**config.mk**
```make
export PLATFORM = sky130hd
export DESIGN_NAME = fib_result_fifo
export DESIGN_NICKNAME = d
export VERILOG_FILES = /design/src/rtl/ipv4_fib_pkg.sv /design/src/rtl/fib_result_fifo.sv
export SDC_FILE = /design/constraint.sdc
export NUM_CORES = 1
export LEC_CHECK = 0
export ABC_AREA = 1
export BUFFER_PORTS_ARGS = -buffer_cell sky130_fd_sc_hd__buf_2
export CORE_MARGIN = 2
export CORE_UTILIZATION = 50
export CTS_CLUSTER_DIAMETER = 60
export DETAILED_ROUTE_END_ITERATION = 7
export PLACE_DENSITY = 0.75
export SYNTH_ARGS = -nofsm -noshare
export SYNTH_HDL_FRONTEND = slang
export SYNTH_SLANG_ARGS = --single-unit
```
**constraint.sdc**
```tcl
create_clock -name Bus2IP_Clk -period 1.4 [get_ports Bus2IP_Clk]
set_input_delay 0.07 -clock Bus2IP_Clk [delete_from_list [all_inputs] [get_ports Bus2IP_Clk]]
set_output_delay 0.07 -clock Bus2IP_Clk [all_outputs]
set_load 0.05 [all_outputs]
```
**src/rtl/ipv4_fib_pkg.sv**
```systemverilog
/*
 * Shared widths, table geometry and packed types of the IPv4 forwarding table.
 * Compiled first and imported by every RTL module of the design.
 */
`default_nettype none

package ipv4_fib_pkg;

	// Table geometry
	localparam int FIB_ROWS = 32;
	localparam int FIB_ROW_BITS = 5;
	localparam int FIB_BANK_ROWS = 8;
	localparam int FIB_BANKS = 4;

	// Field widths
	localparam int IPV4_ADDR_W = 32;
	localparam int FIB_OIF_W = 8;

	// Result queue
	localparam int FIB_FIFO_DEPTH_BITS = 2;
	localparam int FIB_FIFO_DEPTH = 1 << FIB_FIFO_DEPTH_BITS;

	// One route with its network kept already masked
	typedef struct packed {
		logic [IPV4_ADDR_W-1:0] net;
		logic [IPV4_ADDR_W-1:0] mask;
		logic [IPV4_ADDR_W-1:0] nh;
		logic [FIB_OIF_W-1:0] oif;
	} fib_route_t;

	// One lookup result
	typedef struct packed {
		logic found;
		logic [FIB_OIF_W-1:0] oif;
		logic [IPV4_ADDR_W-1:0] nh;
	} fib_result_t;

	// Word of the result FIFO
	typedef struct packed {
		logic found;
		logic [FIB_OIF_W-1:0] oif;
	} fib_queue_t;

	// Whole table with row 0 in the low bits
	typedef fib_route_t [FIB_ROWS-1:0] fib_route_array_t;

endpackage

`default_nettype wire

```
**src/rtl/fib_result_fifo.sv**
```systemverilog
/*
 * Small first-word-fall-through queue for lookup results.
 * The head word is visible on o_dout whenever o_empty is low.
 */
`timescale 1ns/1ps
`default_nettype none

module fib_result_fifo (
	input wire logic Bus2IP_Clk,
	input wire logic reset,
	input wire logic i_wr_en,
	input ipv4_fib_pkg::fib_queue_t i_din,
	input wire logic i_rd_en,
	output ipv4_fib_pkg::fib_queue_t o_dout,
	output logic o_empty,
	output logic o_full
);
	import ipv4_fib_pkg::*;

	fib_queue_t mem [FIB_FIFO_DEPTH];
	logic [FIB_FIFO_DEPTH_BITS-1:0] wr_ptr;
	logic [FIB_FIFO_DEPTH_BITS-1:0] rd_ptr;
	logic [FIB_FIFO_DEPTH_BITS:0] count;
	logic do_wr;
	logic do_rd;

	assign o_empty = (count == '0);
	assign o_full = (count == FIB_FIFO_DEPTH);

	// Writes when full and reads when empty are dropped
	assign do_wr = i_wr_en & ~o_full;
	assign do_rd = i_rd_en & ~o_empty;

	// Storage
	always_ff @(posedge Bus2IP_Clk) begin
		if (do_wr) begin
			mem[wr_ptr] <= i_din;
		end
	end

	// --------------------
	// Pointers and fill level
	always_ff @(posedge Bus2IP_Clk) begin
		if (reset) begin
			wr_ptr <= '0;
			rd_ptr <= '0;
			count <= '0;
		end else begin
			if (do_wr) begin
				wr_ptr <= wr_ptr + 1'b1;
			end
			if (do_rd) begin
				rd_ptr <= rd_ptr + 1'b1;
			end
			case ({do_wr, do_rd})
				2'b10: count <= count + 1'b1;
				2'b01: count <= count - 1'b1;
				default: count <= count;
			endcase
		end
	end

	// Head of queue falls through
	assign o_dout = mem[rd_ptr];

endmodule

`default_nettype wire

```
==> summary.md, run 1 <==
| Metric | Value |
|---|---|
| Outcome | `complete, but fails checks` |
| Violations in the final reports | `setup timing` |
| Cell depth of the worst setup path | `12` |
| Flip-flop and latch count after synthesis | `45` |
| Clock share of power | `18.4%` |
| Remaining Overflow, GRT | `0` |
| Area share of fa/ha/maj cells after synthesis | `4.45%` |
| Max-slew violation count | `0` |
| Total Power | `5.13 mW` |
| Clock sink total | `45` |
| Synthesis Warnings | `0` |
| Row count | `22` |
| Dominant cell type by count on the critical path | `nand2_1` |
| Initial cell density of the core | `51.5%` |
| Measured slew at the worst slew-check pin | `246 ps` |
| Worst Hold Path Cells | `3` |
| Post-synthesis net count | `175` |
| Number of synthesized flops with an enable pin | `36` |
| CP Cell Sequence | `nor2_4, nand2_4, nand2_4, ha_4, inv_2, fa_2, inv_1, nand2_1, nand3_2, nand2_1, nand2_1, nor2_1` |
| Maximum number of pins on one net before global-route repair | `19` |
| Highest-delay cell along the critical path | `dfxtp_4` |
| Proportion of synthesized area in mux cells | `0%` |
| Timing-limited maximum frequency | `634 MHz` |
| Tightest slew margin relative to the limit | `83.7%` |
| Share of post-route cells with drive strength above 1 | `46.5%` |
| Top FF cell, synth | `edfxtp_1` |
| Final min period | `1580 ps` |
| Post-synthesis cell count | `156` |
| Clock tree from TritonCTS | `done` |
| Via count of the first global-routing pass | `1360` |
| Top area cells in the synthesized netlist | `edfxtp_1, dfxtp_1, nor2_1, o21ai_0, inv_1` |
| Synthesis-to-finish area growth | `47.1%` |
| Number of buffer and inverter instances along the worst setup path | `2` |
| Max-cap check violation count | `0` |
| Later-pin clock latency in the skew report | `290 ps` |
| Antenna Diode Count | `0` |
| RSZ-0062 raised after global routing | `true` |
| # setup viols final | `10` |
| Sequential cell area fraction in the yosys report | `68.0%` |
| Core ar. | `3610 um^2` |
| Share of synthesized cell area in and, or, nand and nor gates | `11.7%` |
| Post-synthesis share of cell area spent on xor and xnor gates | `0%` |
| Count of buffers inserted at the top-level ports | `23` |
| Clock-pin slew reported for the worst setup and hold paths after clock tree synthesis | `80 ps` |
| Vert. Die Dim | `64.9 um` |
| Post-Syn Area per Cell | `11.9 um^2` |
| Number of iterations in the first detailed-routing pass | `4` |
| Worst vdd rail ir drop | `0.00136 V` |
| Clock tree buffer depth | `2` |
| Final worst slack | `-177 ps` |
| DRC violations left | `0` |
| Number of cells on the worst reg-to-reg path | `12` |
| Final hold violations | `0` |
| Power density cells | `1880 nW/um^2` |
| Async set-or-reset flop fraction in the synthesized netlist | `0%` |
| First DRT Iteration DRCs | `74` |
| Total clock buffers created by CTS | `5` |
| Required time worst endpoint | `1590 ps` |
| Dominant combinational cell family by area after synthesis | `simple AND/OR/NAND/NOR gates` |
| Hold Crit Class | `primary input to flip-flop` |
| Flop pwr share | `34.5%` |
| Commonest cells in the netlist | `edfxtp_1, nor2_1, inv_1, o21ai_0, nand2_1` |
| Yosys top cell area share | `58.3%` |
| DR vias/cell | `5.17` |
| Crit Path Max Fanout | `3` |
| Final worst-path cycle share | `113%` |
| Sw Pwr | `2.02 mW` |
| Cell at the root of the clock tree | `clkbuf_8` |
| Top cell family by delay on the critical path | `simple AND/OR/NAND/NOR gates` |
| I/O pins | `24` |
| Critical Path Max Stage Delay | `360 ps` |
| Critical Path Start Type | `flip-flop` |
| Unique masters post-synth | `19` |
| Global router's overall resource usage | `19.7%` |
| Complex-gate fraction of the synthesized area | `9.78%` |
| Number of levels in the clock H-tree | `2` |
| Overall via count from detail_route | `1349` |
| Internal Pwr Total | `3.11 mW` |
| Wire length after detailed routing | `4010 um` |
| Sort of element at the end of the critical path | `flip-flop` |
| Area leader, netlist | `edfxtp_1` |
| Remaining antenna violation count after routing | `0` |
| Worst path arrival time | `1760 ps` |
| Width of the chip | `64.9 um` |
| Average wire length per cell after detail routing | `15.4 um` |
| Initial antenna violation count | `0` |
| Layout net count | `231` |
| Top-count cell post-synth | `edfxtp_1` |
| Dpl ws | `-229 ps` |
| Placer Congestion | `0.870` |
| Kind of critical path | `flip-flop to flip-flop` |
| DPL Wire Length | `2280 um` |
| Worst hold margin | `77.0 ps` |
| Sw Share | `39.4%` |
| Portion of total power attributed to combinational logic | `47.0%` |
| Die Footprint | `4210 um^2` |
| Wire length of the first global-routing pass | `5980 um` |
| Mapped Area | `1860 um^2` |
| Final clock skew | `6.39 ps` |
| Leakage power | `1.05 nW` |
## tightest hold or removal path, delay by kind of cell
kind / cells / cell delay [ps]
simple gates: 1 / 80
buf+inv: 1 / 130
compound gates: 1 / 60
## state kept, by name, summed over array words and instances, names as in the netlist, named ones only
signal	cells
rd_ptr	2
wr_ptr	2
mem	36
count	3
## timing repair
action                                  CTS  global route
hold buffers                             10             0
hold endpoints to repair                 36             0
pin swaps                                 1             8
setup buffers                             3             0
endpoints found under the setup margin   11            11
cloned                                    1             4
resized for setup                        39            43
## metrics by stage
stage | cell area (um^2) | TNS [ps] | instances | util (%)
6_report | 2730 | -636 | 261 | 75.7
5_1_grt | 2730 | -1340 | 261 | 75.7
4_1_cts | 2510 | -350 | 257 | 69.5
3_5_place_dp | 2170 | -341 | 235 | 60.1
3_3_place_gp | 2170 | -151 | 235 | 60.1
2_1_floorplan | 1930 | -166 | 156 | -
## power by group through the flow
stage / logic, mW / clock network, mW / registers [mW]
floorplan: 1.35 / 0 / 1.72
global placement: 1.71 / 0 / 1.73
detailed placement: 1.78 / 0 / 1.74
CTS: 2.11 / 0.961 / 1.74
global route: 2.58 / 1.02 / 1.79
finish: 2.41 / 0.945 / 1.77
## logic make-up (layout without fill, tap and decap cells)
logic type | Yosys count | in the layout
AO/OA/AOI/OAI | 34 | 34
adder cells (fa/ha/maj) | 6 | 6
buffers and inverters | 23 | 80
flip-flops | 45 | 45
AND/OR/NAND/NOR | 48 | 48
## placed cells by master (no fill, tap or decap), types with 6 or more instances in the layout
master and count:
nor2_1 15, dlygate4sd3_1 10, nor2_2 8, buf_2 13
nand2_1 11, o21ai_2 6, o22ai_2 9, edfxtp_1 36
inv_1 16, o21ai_4 6, buf_6 10, buf_4 12
## area by class of cell
cell class,count,area (um^2)
Multi-Input combinational cell,88,694
Inverter,20,104
Sequential cell,45,1270
Fill cell,239,876
Timing Repair inverter,3,38.8
Clock buffer,5,68.8
Tap cell,48,60.1
Clock inverter,3,41.3
Timing Repair Buffer,49,448
## per-layer routing
layer  vias to the layer above  global-route usage (%)  wire (um)
met2                        30                    35.7       2120
met1                       662                    21.9       1650
met4                         0                    7.98        108
met3                        10                    4.86        133
met5                         -                       0          0
li1                        647                       -          -
## worst paths after layout
check | start | end | slack [ps]
max reg2reg | count[1] | count[2] | -180
min reg2reg | wr_ptr[1] | wr_ptr[1] | 500
min | i_wr_en | wr_ptr[1] | 80
max | count[1] | count[2] | -180
No activity file was read; power rests on OpenSTA's default activity.
==> run 2, diff against run 1 <==
Settings changed: PLACE_DENSITY 0.75 to default, PLACE_DENSITY_LB_ADDON from default to 0.3.
==> run 2 against run 1 <==
Compared with the run above:
- the flow still finishes with violations (setup timing)
- first-iteration DRC count up 1.4%
- via count up 5.4%
- non-clock buffer count up 11
- flip-flop and latch count unchanged
- die area unchanged
- utilization up 3.1 points
- clock power down 20%
- sequential power about the same
- critical endpoint unchanged
==> summary.md, run 2 (synthesis gave the netlist of run 1 again) <==
| Metric | Value |
|---|---|
| DRC violations left | `0` |
| Average wire length per cell after detail routing | `17.1 um` |
| Row count | `22` |
| Placer Congestion | `0.779` |
| DR vias/cell | `5.23` |
| Initial antenna violation count | `0` |
| I/O pins | `24` |
| Top cell family by delay on the critical path | `simple AND/OR/NAND/NOR gates` |
| # setup viols final | `10` |
| Total clock buffers created by CTS | `5` |
| Vert. Die Dim | `64.9 um` |
| Share of post-route cells with drive strength above 1 | `51.8%` |
| Final hold violations | `0` |
| Overall via count from detail_route | `1422` |
| Antenna Diode Count | `0` |
| Number of iterations in the first detailed-routing pass | `4` |
| Final clock skew | `8.15 ps` |
| Remaining Overflow, GRT | `0` |
| Number of cells on the worst reg-to-reg path | `12` |
| Fin util | `78.8%` |
| Initial cell density of the core | `51.5%` |
| DPL Wire Length | `2540 um` |
| Outcome | `complete, but fails checks` |
| Top library cells by usage in the layout, fill and taps aside | `edfxtp_1, buf_4, nor2_1` |
| Largest Register | `mem` |
| Hold Crit Class | `primary input to flip-flop` |
| Max-cap check violation count | `0` |
| Worst Hold Path Cells | `3` |
| Count of buffers inserted at the top-level ports | `23` |
| Worst vdd rail ir drop | `0.00128 V` |
| Met2 usage | `35.6%` |
| Number of buffer and inverter instances along the worst setup path | `3` |
| Total Power | `5.35 mW` |
| Power density cells | `1880 nW/um^2` |
| Die Footprint | `4210 um^2` |
| Later-pin clock latency in the skew report | `300 ps` |
| Inst Count DP | `239` |
| Post-route cell area | `2840 um^2` |
| Global router's overall resource usage | `20.5%` |
| Routing layer with the top usage in global route | `met2` |
| Area after detailed placement | `2200 um^2` |
| Worst hold margin | `80.1 ps` |
| Registers with the most flip-flops | `mem (36), count (3)` |
| Met3 routing resource usage after global routing | `5.90%` |
| Cell at the root of the clock tree | `clkbuf_8` |
| Destination of the worst register-to-register timing path | `count[2]` |
| Final TNS setup | `-824 ps` |
| Critical Path Start Type | `flip-flop` |
| Flip-flop count of the largest register, all copies and words added | `36` |
| RSZ-0062 raised after global routing | `true` |
| Kind of critical path | `flip-flop to flip-flop` |
| Maximum number of pins on one net before global-route repair | `20` |
| CP Cell Sequence | `nor2_4, nand2_2, nand2_2, inv_2, ha_4, inv_2, fa_2, inv_2, nand2_2, nand3_2, nor2_1, nor2_1` |
| Dpl ws | `-170 ps` |
| Final worst slack | `-220 ps` |
| Critical Path Max Stage Delay | `340 ps` |
| Violations in the final reports | `setup timing` |
| Synthesis-to-finish area growth | `53.2%` |
| Worst Min Path Start | `i_rd_en` |
| Clock-pin slew reported for the worst setup and hold paths after clock tree synthesis | `80 ps` |
| Measured slew at the worst slew-check pin | `233 ps` |
| M1 GR Usage | `23.0%` |
| Number of levels in the clock H-tree | `2` |
| Final min period | `1620 ps` |
| Commonest non-fill, non-tap cell in the layout | `edfxtp_1` |
| Width of the chip | `64.9 um` |
| Via count of the first global-routing pass | `1401` |
| Clock tree from TritonCTS | `done` |
| Required time worst endpoint | `1590 ps` |
| Count of placed standard cells in the final layout, fillers left out | `272` |
| Final worst-path cycle share | `116%` |
| Wire length after detailed routing | `4650 um` |
| Max-slew violation count | `0` |
| Wire length of the first global-routing pass | `6260 um` |
| Tightest slew margin relative to the limit | `84.5%` |
| Leakage power | `1.10 nW` |
| Setup slack, reg-to-reg | `-220 ps` |
| Clock sink total | `45` |
| Worst path arrival time | `1810 ps` |
| First DRT Iteration DRCs | `75` |
| Highest-delay cell along the critical path | `dfxtp_2` |
| Crit Path Max Fanout | `2` |
| Timing-limited maximum frequency | `617 MHz` |
| Core ar. | `3610 um^2` |
| Startpoint of the worst register-to-register path | `count[0]` |
| Remaining antenna violation count after routing | `0` |
| Clock tree buffer depth | `2` |
| Layout net count | `242` |
| Sort of element at the end of the critical path | `flip-flop` |
[run 2: changes by cell type in the layout (fill, tap and decap cells not counted), moves of 2 or more]
cell / before / now
buf_4: 12 / 19
buf_6: 10 / 13
inv_1: 16 / 13
o21ai_4: 6 / 9
buf_8: 0 / 2
clkinv_2: 0 / 2
inv_2: 2 / 4
[run 2: worst max path at each step]
stage               startpoint        to  slack (ps)  depth (start not counted)
CTS                   count[1]  count[2]        -170                         12
finish                count[0]  count[2]        -220                         12
global placement      count[0]  count[2]         -90                         12
floorplan             count[0]  count[2]        -110                         12
detailed placement    count[1]  count[2]        -170                         13
global route          count[0]  count[2]        -330                         13
[run 2: worst reg2reg max path, delay by kind of cell (launching register included)]
kind / cells / cell delay (ps)
AND/OR/NAND/NOR: 7 / 660
adder cells (fa/ha/maj): 2 / 360
flip-flops: 1 / 340
buffers and inverters: 3 / 160
[run 2: layout make-up]
| class | count | area, um^2 |
|---|---|---|
| clock inverters | 2 | 10.0 |
| clock buffers | 6 | 72.6 |
| inverters | 20 | 106 |
| well taps | 48 | 60.1 |
| flip-flops and latches | 45 | 1270 |
| repair inverters | 3 | 38.8 |
| multi-input cells | 88 | 728 |
| fillers | 193 | 763 |
| repair buffers | 60 | 554 |
[run 2: where the power goes]
| part | internal, mW | leakage (nW) | switching, mW | total (mW) |
|---|---|---|---|---|
| Clock | 0.346 | 0.0450 | 0.411 | 0.757 |
| Combinational | 1.19 | 0.649 | 1.65 | 2.85 |
| Sequential | 1.63 | 0.407 | 0.126 | 1.75 |
| Total | 3.17 | 1.10 | 2.19 | 5.35 |
[run 2: metal layers]
layer | vias to the layer above | part of all wire, %
met4 | 0 | 2.1
met2 | 42 | 55
met1 | 694 | 39
met5 | - | 0
met3 | 11 | 4.1
li1 | 675 | -
[run 2: timing repair]
item | in CTS | in global routing
hold buffers | 9 | 1
pin swaps | 9 | 13
endpoints found under the setup margin | 11 | 24
buffers inserted | 4 | 9
hold endpoints to repair | 35 | 4
resized for setup | 36 | 64
gates cloned | 0 | 6
